===== config.mk =====
export PLATFORM = sky130hd
export DESIGN_NAME = conv_top
export DESIGN_NICKNAME = d
export VERILOG_FILES = /design/src/hw/conv_pkg.sv /design/src/hw/conv_mac.sv /design/src/hw/conv_sequencer.sv /design/src/hw/conv_wb_regs.sv /design/src/hw/conv_top.sv
export VERILOG_INCLUDE_DIRS = /design/src /design/src/hw
export SDC_FILE = /design/constraint.sdc
export NUM_CORES = 1
export LEC_CHECK = 0
export BUFFER_PORTS_ARGS = -buffer_cell sky130_fd_sc_hd__buf_2
export CORE_AREA = 8 8 188 190
export DETAILED_ROUTE_END_ITERATION = 8
export DIE_AREA = 0 0 196 198
export PLACE_DENSITY_LB_ADDON = 0.08
export SLEW_MARGIN = 20
export SYNTH_ARGS = -nofsm -noshare
export SYNTH_HDL_FRONTEND = slang
export SYNTH_SLANG_ARGS = --single-unit

===== constraint.sdc =====
create_clock -name clk -period 13.18 [get_ports clk]
set_clock_uncertainty 0.05 [all_clocks]
set_input_delay 1.977 -clock clk [delete_from_list [all_inputs] [get_ports clk]]
set_output_delay 1.977 -clock clk [all_outputs]
set_load 0.03 [all_outputs]

===== src/hw/conv_config.svh =====
`ifndef CONV_CONFIG_SVH
`define CONV_CONFIG_SVH

// image, kernel and output map sides
`define CONV_IMG_DIM 4
`define CONV_K_DIM 3
`define CONV_OUT_DIM 2

// 9 * 255 * 255 fits in 20 bits
`define CONV_PIX_W 8
`define CONV_ACC_W 20

`define CONV_WB_ADR_W 6
`define CONV_WB_DAT_W 32

// word addresses
`define CONV_ADR_IMG 6'h00
`define CONV_ADR_KER 6'h10
`define CONV_ADR_RES 6'h20
`define CONV_ADR_CTRL 6'h28

`endif


===== src/hw/conv_pkg.sv =====
`default_nettype none

`include "conv_config.svh"

package conv_pkg;

   typedef logic [`CONV_PIX_W-1:0] pixel_t;
   typedef logic [`CONV_PIX_W-1:0] weight_t;
   typedef logic [`CONV_ACC_W-1:0] acc_t;

   // flat row-major indices
   typedef logic [$clog2(`CONV_IMG_DIM * `CONV_IMG_DIM)-1:0] pix_idx_t;
   typedef logic [$clog2(`CONV_K_DIM * `CONV_K_DIM)-1:0] tap_idx_t;
   typedef logic [$clog2(`CONV_OUT_DIM * `CONV_OUT_DIM)-1:0] win_idx_t;

   typedef logic [`CONV_WB_ADR_W-1:0] wb_adr_t;
   typedef logic [`CONV_WB_DAT_W-1:0] wb_data_t;

   typedef enum logic [1:0] {
      seq_idle,
      seq_run,
      seq_flush
   } seq_state_t;

endpackage

`default_nettype wire


===== src/hw/conv_mac.sv =====
`default_nettype none

module conv_mac (
   input  wire logic clk,
   input  wire logic reset,
   input  wire logic mac_en,
   input  wire logic mac_first,
   input  wire conv_pkg::pixel_t pixel,
   input  wire conv_pkg::weight_t weight,
   output conv_pkg::acc_t acc
);

   import conv_pkg::*;

   acc_t product;

   // 16-bit product, zero extended
   assign product = acc_t'(pixel) * acc_t'(weight);

   always_ff @(posedge clk)
   begin
      if (reset)
      begin
         acc <= '0;
      end
      else if (mac_en)
      begin
         // first tap of a window replaces the old sum
         if (mac_first)
         begin
            acc <= product;
         end
         else
         begin
            acc <= acc + product;
         end
      end
   end

endmodule

`default_nettype wire


===== src/hw/conv_sequencer.sv =====
`default_nettype none

`include "conv_config.svh"

module conv_sequencer (
   input  wire logic clk,
   input  wire logic reset,
   input  wire logic start,
   output logic busy,
   output conv_pkg::pix_idx_t pixel_idx,
   output conv_pkg::tap_idx_t tap_idx,
   output logic mac_en,
   output logic mac_first,
   output logic store,
   output conv_pkg::win_idx_t store_win,
   output logic done
);

   import conv_pkg::*;

   localparam int k_w = $clog2(`CONV_K_DIM);
   localparam int w_w = $clog2(`CONV_OUT_DIM);
   localparam logic [k_w-1:0] k_last = k_w'(`CONV_K_DIM - 1);
   localparam logic [w_w-1:0] w_last = w_w'(`CONV_OUT_DIM - 1);

   seq_state_t state;

   // kernel tap and output window position
   logic [k_w-1:0] k_row;
   logic [k_w-1:0] k_col;
   logic [w_w-1:0] w_row;
   logic [w_w-1:0] w_col;

   logic [k_w:0] img_row;
   logic [k_w:0] img_col;
   logic last_col;
   logic last_tap;
   logic last_win;

   assign last_col = (k_col == k_last);
   assign last_tap = last_col && (k_row == k_last);
   assign last_win = (w_row == w_last) && (w_col == w_last);

   // window origin plus tap offset
   assign img_row = (k_w + 1)'(w_row) + (k_w + 1)'(k_row);
   assign img_col = (k_w + 1)'(w_col) + (k_w + 1)'(k_col);
   assign pixel_idx = pix_idx_t'(img_row * `CONV_IMG_DIM + img_col);
   assign tap_idx = tap_idx_t'(k_row * `CONV_K_DIM + k_col);

   assign busy = (state != seq_idle);
   assign mac_en = (state == seq_run);
   assign mac_first = mac_en && (k_row == '0) && (k_col == '0);

   always_ff @(posedge clk)
   begin
      if (reset)
      begin
         state <= seq_idle;
         k_row <= '0;
         k_col <= '0;
         w_row <= '0;
         w_col <= '0;
         store <= 1'b0;
         done <= 1'b0;
      end
      else
      begin
         store <= 1'b0;
         done <= 1'b0;
         case (state)
            seq_idle:
            begin
               k_row <= '0;
               k_col <= '0;
               w_row <= '0;
               w_col <= '0;
               if (start)
               begin
                  state <= seq_run;
               end
            end
            seq_run:
            begin
               if (last_col)
               begin
                  k_col <= '0;
                  k_row <= last_tap ? '0 : k_row + 1'b1;
               end
               else
               begin
                  k_col <= k_col + 1'b1;
               end
               // store lands on the first tap of the next window
               if (last_tap)
               begin
                  store <= 1'b1;
                  if (w_col == w_last)
                  begin
                     w_col <= '0;
                     w_row <= w_row + 1'b1;
                  end
                  else
                  begin
                     w_col <= w_col + 1'b1;
                  end
                  if (last_win)
                  begin
                     done <= 1'b1;
                     state <= seq_flush;
                  end
               end
            end
            seq_flush:
            begin
               state <= seq_idle;
            end
            default:
            begin
               state <= seq_idle;
            end
         endcase
      end
   end

   always_ff @(posedge clk)
   begin
      if (mac_en && last_tap)
      begin
         store_win <= win_idx_t'(w_row * `CONV_OUT_DIM + w_col);
      end
   end

endmodule

`default_nettype wire


===== src/hw/conv_wb_regs.sv =====
`default_nettype none

`include "conv_config.svh"

module conv_wb_regs (
   input  wire logic clk,
   input  wire logic reset,
   input  wire logic cyc,
   input  wire logic stb,
   input  wire logic we,
   input  wire conv_pkg::wb_adr_t adr,
   input  wire conv_pkg::wb_data_t dat_w,
   output logic ack,
   output conv_pkg::wb_data_t dat_r,
   output logic start,
   input  wire logic busy,
   input  wire logic done,
   input  wire conv_pkg::pix_idx_t pixel_idx,
   input  wire conv_pkg::tap_idx_t tap_idx,
   output conv_pkg::pixel_t pixel,
   output conv_pkg::weight_t weight,
   input  wire logic store,
   input  wire conv_pkg::win_idx_t store_win,
   input  wire conv_pkg::acc_t acc
);

   import conv_pkg::*;

   localparam int img_n = `CONV_IMG_DIM * `CONV_IMG_DIM;
   localparam int ker_n = `CONV_K_DIM * `CONV_K_DIM;
   localparam int res_n = `CONV_OUT_DIM * `CONV_OUT_DIM;

   pixel_t image [img_n];
   weight_t kernel [ker_n];
   acc_t result [res_n];
   logic done_flag;

   logic req;
   logic engine_busy;
   wb_adr_t off_img;
   wb_adr_t off_ker;
   wb_adr_t off_res;
   logic in_img;
   logic in_ker;
   logic in_res;
   logic in_ctrl;
   pix_idx_t img_sel;
   tap_idx_t ker_sel;
   win_idx_t res_sel;
   wb_data_t rd_data;

   // new request only, so ack stays one cycle wide
   assign req = cyc && stb && !ack;

   // a start still on its way to the sequencer counts as busy
   assign engine_busy = busy || start;

   // offsets wrap below each base, so one compare per region
   assign off_img = adr - `CONV_ADR_IMG;
   assign off_ker = adr - `CONV_ADR_KER;
   assign off_res = adr - `CONV_ADR_RES;

   assign in_img = (off_img < wb_adr_t'(img_n));
   assign in_ker = (off_ker < wb_adr_t'(ker_n));
   assign in_res = (off_res < wb_adr_t'(res_n));
   assign in_ctrl = (adr == `CONV_ADR_CTRL);

   assign img_sel = pix_idx_t'(off_img);
   assign ker_sel = tap_idx_t'(off_ker);
   assign res_sel = win_idx_t'(off_res);

   // operands for the processing element
   assign pixel = image[pixel_idx];
   assign weight = kernel[tap_idx];

   always_comb
   begin
      rd_data = '0;
      if (in_img)
         rd_data = wb_data_t'(image[img_sel]);
      else if (in_ker)
         rd_data = wb_data_t'(kernel[ker_sel]);
      else if (in_res)
         rd_data = wb_data_t'(result[res_sel]);
      else if (in_ctrl)
         rd_data = wb_data_t'({done_flag, engine_busy});
   end

   always_ff @(posedge clk)
   begin
      if (reset)
      begin
         ack <= 1'b0;
         dat_r <= '0;
         start <= 1'b0;
      end
      else
      begin
         ack <= req;
         start <= req && we && in_ctrl && dat_w[0] && !engine_busy;
         if (req)
         begin
            dat_r <= rd_data;
         end
      end
   end

   always_ff @(posedge clk)
   begin
      if (reset)
      begin
         image <= '{default: '0};
         kernel <= '{default: '0};
         result <= '{default: '0};
         done_flag <= 1'b0;
      end
      else
      begin
         // operands are frozen for the whole run
         if (req && we && !engine_busy)
         begin
            if (in_img)
            begin
               image[img_sel] <= pixel_t'(dat_w);
            end
            if (in_ker)
            begin
               kernel[ker_sel] <= weight_t'(dat_w);
            end
         end
         if (store)
         begin
            result[store_win] <= acc;
         end
         // sticky until the next run starts
         if (start)
         begin
            done_flag <= 1'b0;
         end
         else if (done)
         begin
            done_flag <= 1'b1;
         end
      end
   end

endmodule

`default_nettype wire


===== src/hw/conv_top.sv =====
`default_nettype none

module conv_top (
   input  wire logic clk,
   input  wire logic reset,
   input  wire logic cyc,
   input  wire logic stb,
   input  wire logic we,
   input  wire conv_pkg::wb_adr_t adr,
   input  wire conv_pkg::wb_data_t dat_w,
   output wire logic ack,
   output wire conv_pkg::wb_data_t dat_r
);

   import conv_pkg::*;

   logic start;
   logic busy;
   logic done;
   logic mac_en;
   logic mac_first;
   logic store;
   pix_idx_t pixel_idx;
   tap_idx_t tap_idx;
   pixel_t pixel;
   weight_t weight;
   win_idx_t store_win;
   acc_t acc;

   conv_wb_regs i_regs (
      .clk(clk),
      .reset(reset),
      .cyc(cyc),
      .stb(stb),
      .we(we),
      .adr(adr),
      .dat_w(dat_w),
      .ack(ack),
      .dat_r(dat_r),
      .start(start),
      .busy(busy),
      .done(done),
      .pixel_idx(pixel_idx),
      .tap_idx(tap_idx),
      .pixel(pixel),
      .weight(weight),
      .store(store),
      .store_win(store_win),
      .acc(acc)
   );

   conv_sequencer i_seq (
      .clk(clk),
      .reset(reset),
      .start(start),
      .busy(busy),
      .pixel_idx(pixel_idx),
      .tap_idx(tap_idx),
      .mac_en(mac_en),
      .mac_first(mac_first),
      .store(store),
      .store_win(store_win),
      .done(done)
   );

   conv_mac i_mac (
      .clk(clk),
      .reset(reset),
      .mac_en(mac_en),
      .mac_first(mac_first),
      .pixel(pixel),
      .weight(weight),
      .acc(acc)
   );

endmodule

`default_nettype wire


After elaboration in Yosys (flattened, before gate mapping)
Cells that the tools add are included.
{"block": "op_classes", "n_addsub": 12, "multipliers": 2, "n_lt_le_gt_ge": 12, "n_eq_ne": 9, "n_mux": 46, "n_bitwise": 8, "n_reduce_logical": 32}
{"op": "$bmux W8 S4", "n": 4}
{"op": "$bwmux W128", "n": 1}
{"op": "$mux W32", "n": 3}
{"op": "$bwmux W80", "n": 1}
{"op": "$mux W20", "n": 4}
{"op": "$mux W8", "n": 10}
{"op": "$bwmux W72", "n": 1}
{"op": "$demux W8 S4", "n": 2}
{"op": "$bmux W20 S2", "n": 1}
{"op": "$demux W20 S2", "n": 1}
{"op": "$add A20 B16 Y20", "n": 1}
{"op": "$ge A5 B5 Y1 const B", "n": 4}
{"op": "$not A4 Y5", "n": 4}
{"op": "$mul A8 B8 Y16", "n": 1}
{"op": "$logic_and A1 B1 Y1", "n": 15}
{"op": "$mux W2", "n": 7}
{"op": "$pmux W2 S2", "n": 3}
{"op": "$lt A5 B1 Y1 const B", "n": 2}
{"op": "$ne A2 B2 Y1 const B", "n": 5}
{"op": "$reduce_and A2 Y1", "n": 4}
{"op": "$eq A6 B6 Y1 const B", "n": 1}
{"op": "$ge A3 B3 Y1 const B", "n": 2}
{"op": "$logic_not A2 Y1", "n": 3}
{"op": "$lt A6 B3 Y1 const B", "n": 1}
{"op": "25 further kinds", "n": 40}
{"block": "totals", "ff_bits": 347, "in_bits": 43}

Longest topological paths before layout
{"block": "depth", "depth_word": 9, "depth_mapped": 34, "mapped_depth_nobuf": 33}

Modules after synthesis
A second synthesis with hierarchy kept.
{"block": "unflattened", "hier_cells": 2089, "area_unflattened_um2": 19343.6}
{"module": "conv_wb_regs", "instances": 1, "cells_each": 1560, "area_each_um2": 14810.5, "seq_area_each_um2": 6065.8}
{"module": "conv_mac", "instances": 1, "cells_each": 460, "area_each_um2": 3854.9, "seq_area_each_um2": 400.4}
{"module": "conv_sequencer", "instances": 1, "cells_each": 69, "area_each_um2": 678.2, "seq_area_each_um2": 260.2}

Least setup slack after synthesis
Ideal clock, no wire load.
{"block": "synth_timing", "kind": "reg-to-reg", "startpoint": "register i_seq.k_col[1]", "endpoint": "register i_mac.acc[16]", "setup_time_ns": 0.070, "t_arrival_ns": 7.541, "t_required_ns": 13.060, "setup_slack_ns": 5.519, "path_stages_with_launch": 31, "n_path_buf": 1, "synth_period_minus_slack_ns": 7.661, "path_cell_list": "dfxtp_1 inv_1 fa_1 inv_1 ha_1 fa_1 buf_2 mux4_2 mux2i_1 o21ai_0 and2_1 fa_1 inv_1 fa_1 inv_1 fa_1 inv_1 fa_1 inv_1 ha_1 o21ai_0 a21oi_1 o41ai_2 o21ai_0 xnor2_1 ha_1 and3_1 o211a_1 a311oi_1 or4_1 a21boi_1"}
{"block": "synth_between", "elab_chain_len": 9, "elab_cells_between_ends": 16}
{"item": "start: declaration", "line_no": "conv_sequencer.sv:30", "rtl": "logic [k_w-1:0] k_col;"}
{"item": "start signal: assignment", "line_no": "conv_sequencer.sv:91", "rtl": "k_col <= k_col + 1'b1;"}
{"item": "$add A1 B2 Y3", "line_no": "conv_sequencer.sv:46", "rtl": "assign img_col = (k_w + 1)'(w_col) + (k_w + 1)'(k_col);"}
{"item": "$add A4 B3 Y4", "line_no": "conv_sequencer.sv:47", "rtl": "assign pixel_idx = pix_idx_t'(img_row * `CONV_IMG_DIM + img_col);"}
{"item": "$not A4 Y5 (implied by the code)", "line_no": "conv_wb_regs.sv:73", "rtl": "assign pixel = image[pixel_idx];"}
{"item": "$bmux W8 S4", "line_no": "conv_wb_regs.sv:73"}
{"item": "$mux W8 (implied by the code) (2 in a row)", "line_no": "conv_wb_regs.sv:73"}
{"item": "$mul A8 B8 Y16", "line_no": "conv_mac.sv:18", "rtl": "assign product = acc_t'(pixel) * acc_t'(weight);"}
{"item": "$add A20 B16 Y20", "line_no": "conv_mac.sv:35", "rtl": "acc <= acc + product;"}
{"item": "$mux W20 (*)", "line_no": "conv_mac.sv:29", "rtl": "if (mac_first)"}
{"item": "end signal: assignment", "line_no": "conv_mac.sv:31", "rtl": "acc <= product;"}
{"item": "end signal: assignment", "line_no": "conv_mac.sv:35"}
{"item": "end: declaration", "line_no": "conv_mac.sv:10", "rtl": "output conv_pkg::acc_t acc"}
Mark *: on every way between the ends. The rest lies on a longest branch, timed or not. The select of a mux whose other input is x is not followed.
A chain may end at the register's enable or synchronous reset.

Worst setup path after layout
{"block": "layout_timing", "startpoint": "register i_seq.k_col[1]", "endpoint": "register i_mac.acc[18]"}
The elaborated chain is that of the path after synthesis.

==> metrics.md <==
| Metric | Value |
|---|---|
| Final setup viols | 0 |
| Unrepaired setup endpoints after global routing | false |
| Initial core utilization | 0.597 |
| Clk buf depth | 3 |
| Final nets | 2219 |
| Cell Rows | 66 |
| Antenna diodes | 0 |
| Slew HR | 0.180 |
| YS warnings | 0 |
| Post-synth EDFFs | 2 |
| DR vias | 15800 |
| Post-route ant nets | 0 |
| Switching part of the total | 0.226 |
| Die extent in x | 196 um |
| P&R area growth vs syn | 8.12% |
| Cell Area, Synth | 0.0192 mm^2 |
| # hold bufs at CTS | 0 |
| Worst setup path endpoint | i_mac.acc[18]$_SDFFE_PP0P_ |
| #FFs+latches synth | 335 |
| Largest net degree at the start of global routing | 213 |
| First-pass GRT wire length | 86700 um |
| Critical Path Fanout Max | 15 |
| Post-synth top cells | nand2_1, dfxtp_1, a21oi_1 |
| Switching pwr | 0.000513 W |
| Internal reg-to-reg setup slack | 3.92 ns |
| Combinational Power Share | 0.043 |
| Power Total | 0.00227 W |
| GR Util met3 | 0.0362 |
| Asr flop ratio synth | 0 |
| Total grt overflow | 0 |
| Synth cell types | 76 |
| Most frequent cell after synthesis | nand2_1 |
| Clk_lat worst skew | 0.53 ns |
| Start point of the critical path | i_seq.k_col[1]$_SDFFE_PP0P_ |
| Post-synth top area share | 0.347 |
| Final period utilization | 0.703 |
| Core Box Area | 0.0322 mm^2 |
| Clock transition at the registers of the reported paths | 0.06 ns |
| Clk root buf | clkbuf_16 |
| Top cells by area, synth | dfxtp_1, mux4_2, nand2_1, a21oi_1, mux2i_1 |
| Die area | 0.0388 mm^2 |
| Global-route track usage on met2 | 0.485 |
| Startpoint types | flip-flop |
| Initial antenna violation count | 1 |
| Leakage power | 7.67 nW |
| Clock network fraction of design power | 0.509 |
| Vias per cell | 6.28 |
| Port bufs | 39 |
| GR peak layer | met2 |
| P_int | 0.00175 W |
| Syn Area/Cell | 9.00 um^2 |
| R2r endpoint | i_mac.acc[18]$_SDFFE_PP0P_ |
| Die height | 198 um |
| Final Slew Violations | 0 |
| CP endpoint kind | flip-flop |
| Area of placed instances | 0.0194 mm^2 |
| Crit path kind | flip-flop to flip-flop |
| Gpl congestion | 0.861 |
| Required time of the worst setup path | 13.58 ns |
| Worst reg2reg path depth | 25 |
| Layout cell share with drive strength beyond 1 | 0.133 |
| Final Hold Fails | 0 |
| Seq/Total Area, Yosys | 0.350 |
| Top_reg_cell synth | dfxtp_1 |
| GRT Util Overall | 0.279 |
| Worst-margin pin slew | 1.23 ns |
| Post-cts sizing count | 0 |
| Final Util | 0.645 |
| Sequential Power Share | 0.448 |
| GR Layer Usage met1 | 0.351 |
| FMAX | 108 MHz |
| Postcts setup bufs | 0 |
| Ports | 76 |
| CTS sink count | 335 |
| CTS tree | done |
| Worst vdd rail ir drop | 0.0879 mV |
| Tmin final | 9.26 ns |
| Fin area | 0.0208 mm^2 |
| DRC | 0 |
| Critical R2R Launch | i_seq.k_col[1]$_SDFFE_PP0P_ |
| Post-DP HPWL | 34500 um |
| Largest area contributor in the netlist | dfxtp_1 |
| Pwr dens | 109 mW/mm^2 |
| Max-Cap Viols | 0 |
| Vias in the first global route | 15600 |
| DRT iter0 DRCs | 1462 |
| CP arrival | 9.66 ns |
| Routed wire length | 54000 um |
| CTS buffer count | 38 |
| Worst min path class | flip-flop to flip-flop |
| Setup TNS | 0 ns |
| Mapped Cells | 2134 |
| Outcome | complete, no violations |
| Depth of the CTS H-tree | 2 |
| DRT Pass-1 Iters | 6 |
| Per-cell routed wire length | 21.5 um |
## metal layers
layer | up-vias | wire, um
li1 | 7355 | -
met1 | 7717 | 21600
met2 | 597 | 26800
met3 | 116 | 3690
met4 | 2 | 1910
met5 | - | 12
## worst min-delay path by stage
| stage | startpoint | to | cells past startpoint |
|---|---|---|---|
| finish | i_regs.result[28]$_SDFFE_PP0P_ | i_regs.result[28]$_SDFFE_PP0P_ | 2 |
| global route | i_regs.result[39]$_SDFFE_PP0P_ | i_regs.result[39]$_SDFFE_PP0P_ | 2 |
| CTS | i_regs.result[31]$_SDFFE_PP0P_ | i_regs.result[31]$_SDFFE_PP0P_ | 2 |
| detailed placement | i_regs.result[4]$_SDFFE_PP0P_ | i_regs.result[4]$_SDFFE_PP0P_ | 2 |
| global placement | i_regs.result[51]$_SDFFE_PP0P_ | i_regs.result[51]$_SDFFE_PP0P_ | 2 |
| floorplan | i_regs.result[20]$_SDFFE_PP0P_ | i_regs.result[20]$_SDFFE_PP0P_ | 2 |
## cell type report
cell class / instances / area, um^2
Multi-Input combinational cell: 1574 / 11500
Fill cell: 2666 / 11400
Sequential cell: 335 / 6730
Clock buffer: 54 / 1090
Tap cell: 408 / 510
Timing Repair Buffer: 65 / 418
Clock inverter: 15 / 272
Inverter: 62 / 233
## cell families (layout without fill, tap and decap cells)
family	count (synthesis)	count (layout)	synth area share
buf+inv	236	196	0.0545
xor+xnor	28	28	0.0132
flops	335	335	0.350
mux	206	206	0.184
compound gates	530	530	0.158
simple gates	698	698	0.160
fa+ha+maj	100	100	0.0804
other cells	1	12	0.000195
## metrics by stage
step	setup slack (ns)	instances	hold WS, ns
after floorplan	5.52	2145	0.383
after global placement	4.06	2444	0.389
after detailed placement	3.97	2444	0.394
after CTS	3.95	2513	0.405
after global routing	3.43	2513	0.421
final	3.92	2513	0.403
## layout by cell type (no fill, tap or decap), types with 7 or more instances in the layout
cell type	instances
inv_1	62
nor3_1	9
dfxtp_1	333
bufinv_16	7
ha_1	60
conb_1	12
clkbuf_1	9
buf_4	27
buf_2	36
o22ai_1	10
xnor2_1	20
mux2i_1	87
nand2_1	386
a22oi_1	18
a21boi_0	14
nand3_1	22
and2_1	56
nor2b_1	10
a21oi_1	241
mux4_2	117
a21o_1	9
nor2_1	154
clkbuf_16	39
o21ai_0	137
a211oi_1	13
nand2b_1	11
a31oi_2	7
fa_1	39
o21ai_1	23
a31oi_1	18
## worst max-delay path, stage by stage (launching register included)
cell and delay, ns:
dfxtp_1 0.42, inv_1 0.13, fa_1 0.60, inv_1 0.06, ha_1 0.19, fa_1 1.12, mux4_2 0.36, mux2i_1 0.12
o21ai_0 0.95, and2_1 0.26, fa_1 0.43, fa_1 0.48, fa_1 0.56, inv_1 0.06, fa_1 0.52, inv_1 0.04
ha_1 0.25, o41ai_2 0.53, o21ai_0 0.20, xnor2_1 0.18, ha_1 0.39, and3_1 0.27, o211a_1 0.18, a311oi_1 0.16
or4_1 0.50, a21boi_1 0.17
## power by group through the flow
stage                     clock (W)  sequential [W]  combinational [W]
after floorplan                   0         0.00104          0.0000698
after global placement            0         0.00104          0.0000945
after detailed placement          0         0.00104          0.0000952
after CTS                   0.00116         0.00102          0.0000954
after global routing        0.00121         0.00102           0.000102
final                       0.00115         0.00102          0.0000967
## flip-flops by register name (all words and copies together), names as in the netlist
signal / count
i_seq.k_col: 2
i_regs.start: 1
i_seq.k_row: 2
i_seq.done: 1
i_regs.ack: 1
i_seq.store: 1
i_regs.result: 80
i_seq.w_col: 1
i_seq.w_row: 1
i_regs.dat_r: 20
i_regs.done_flag: 1
i_regs.image: 128
i_regs.kernel: 72
i_seq.store_win: 2
i_mac.acc: 20
i_seq.state: 2
(Power assumes the default switching activity.)
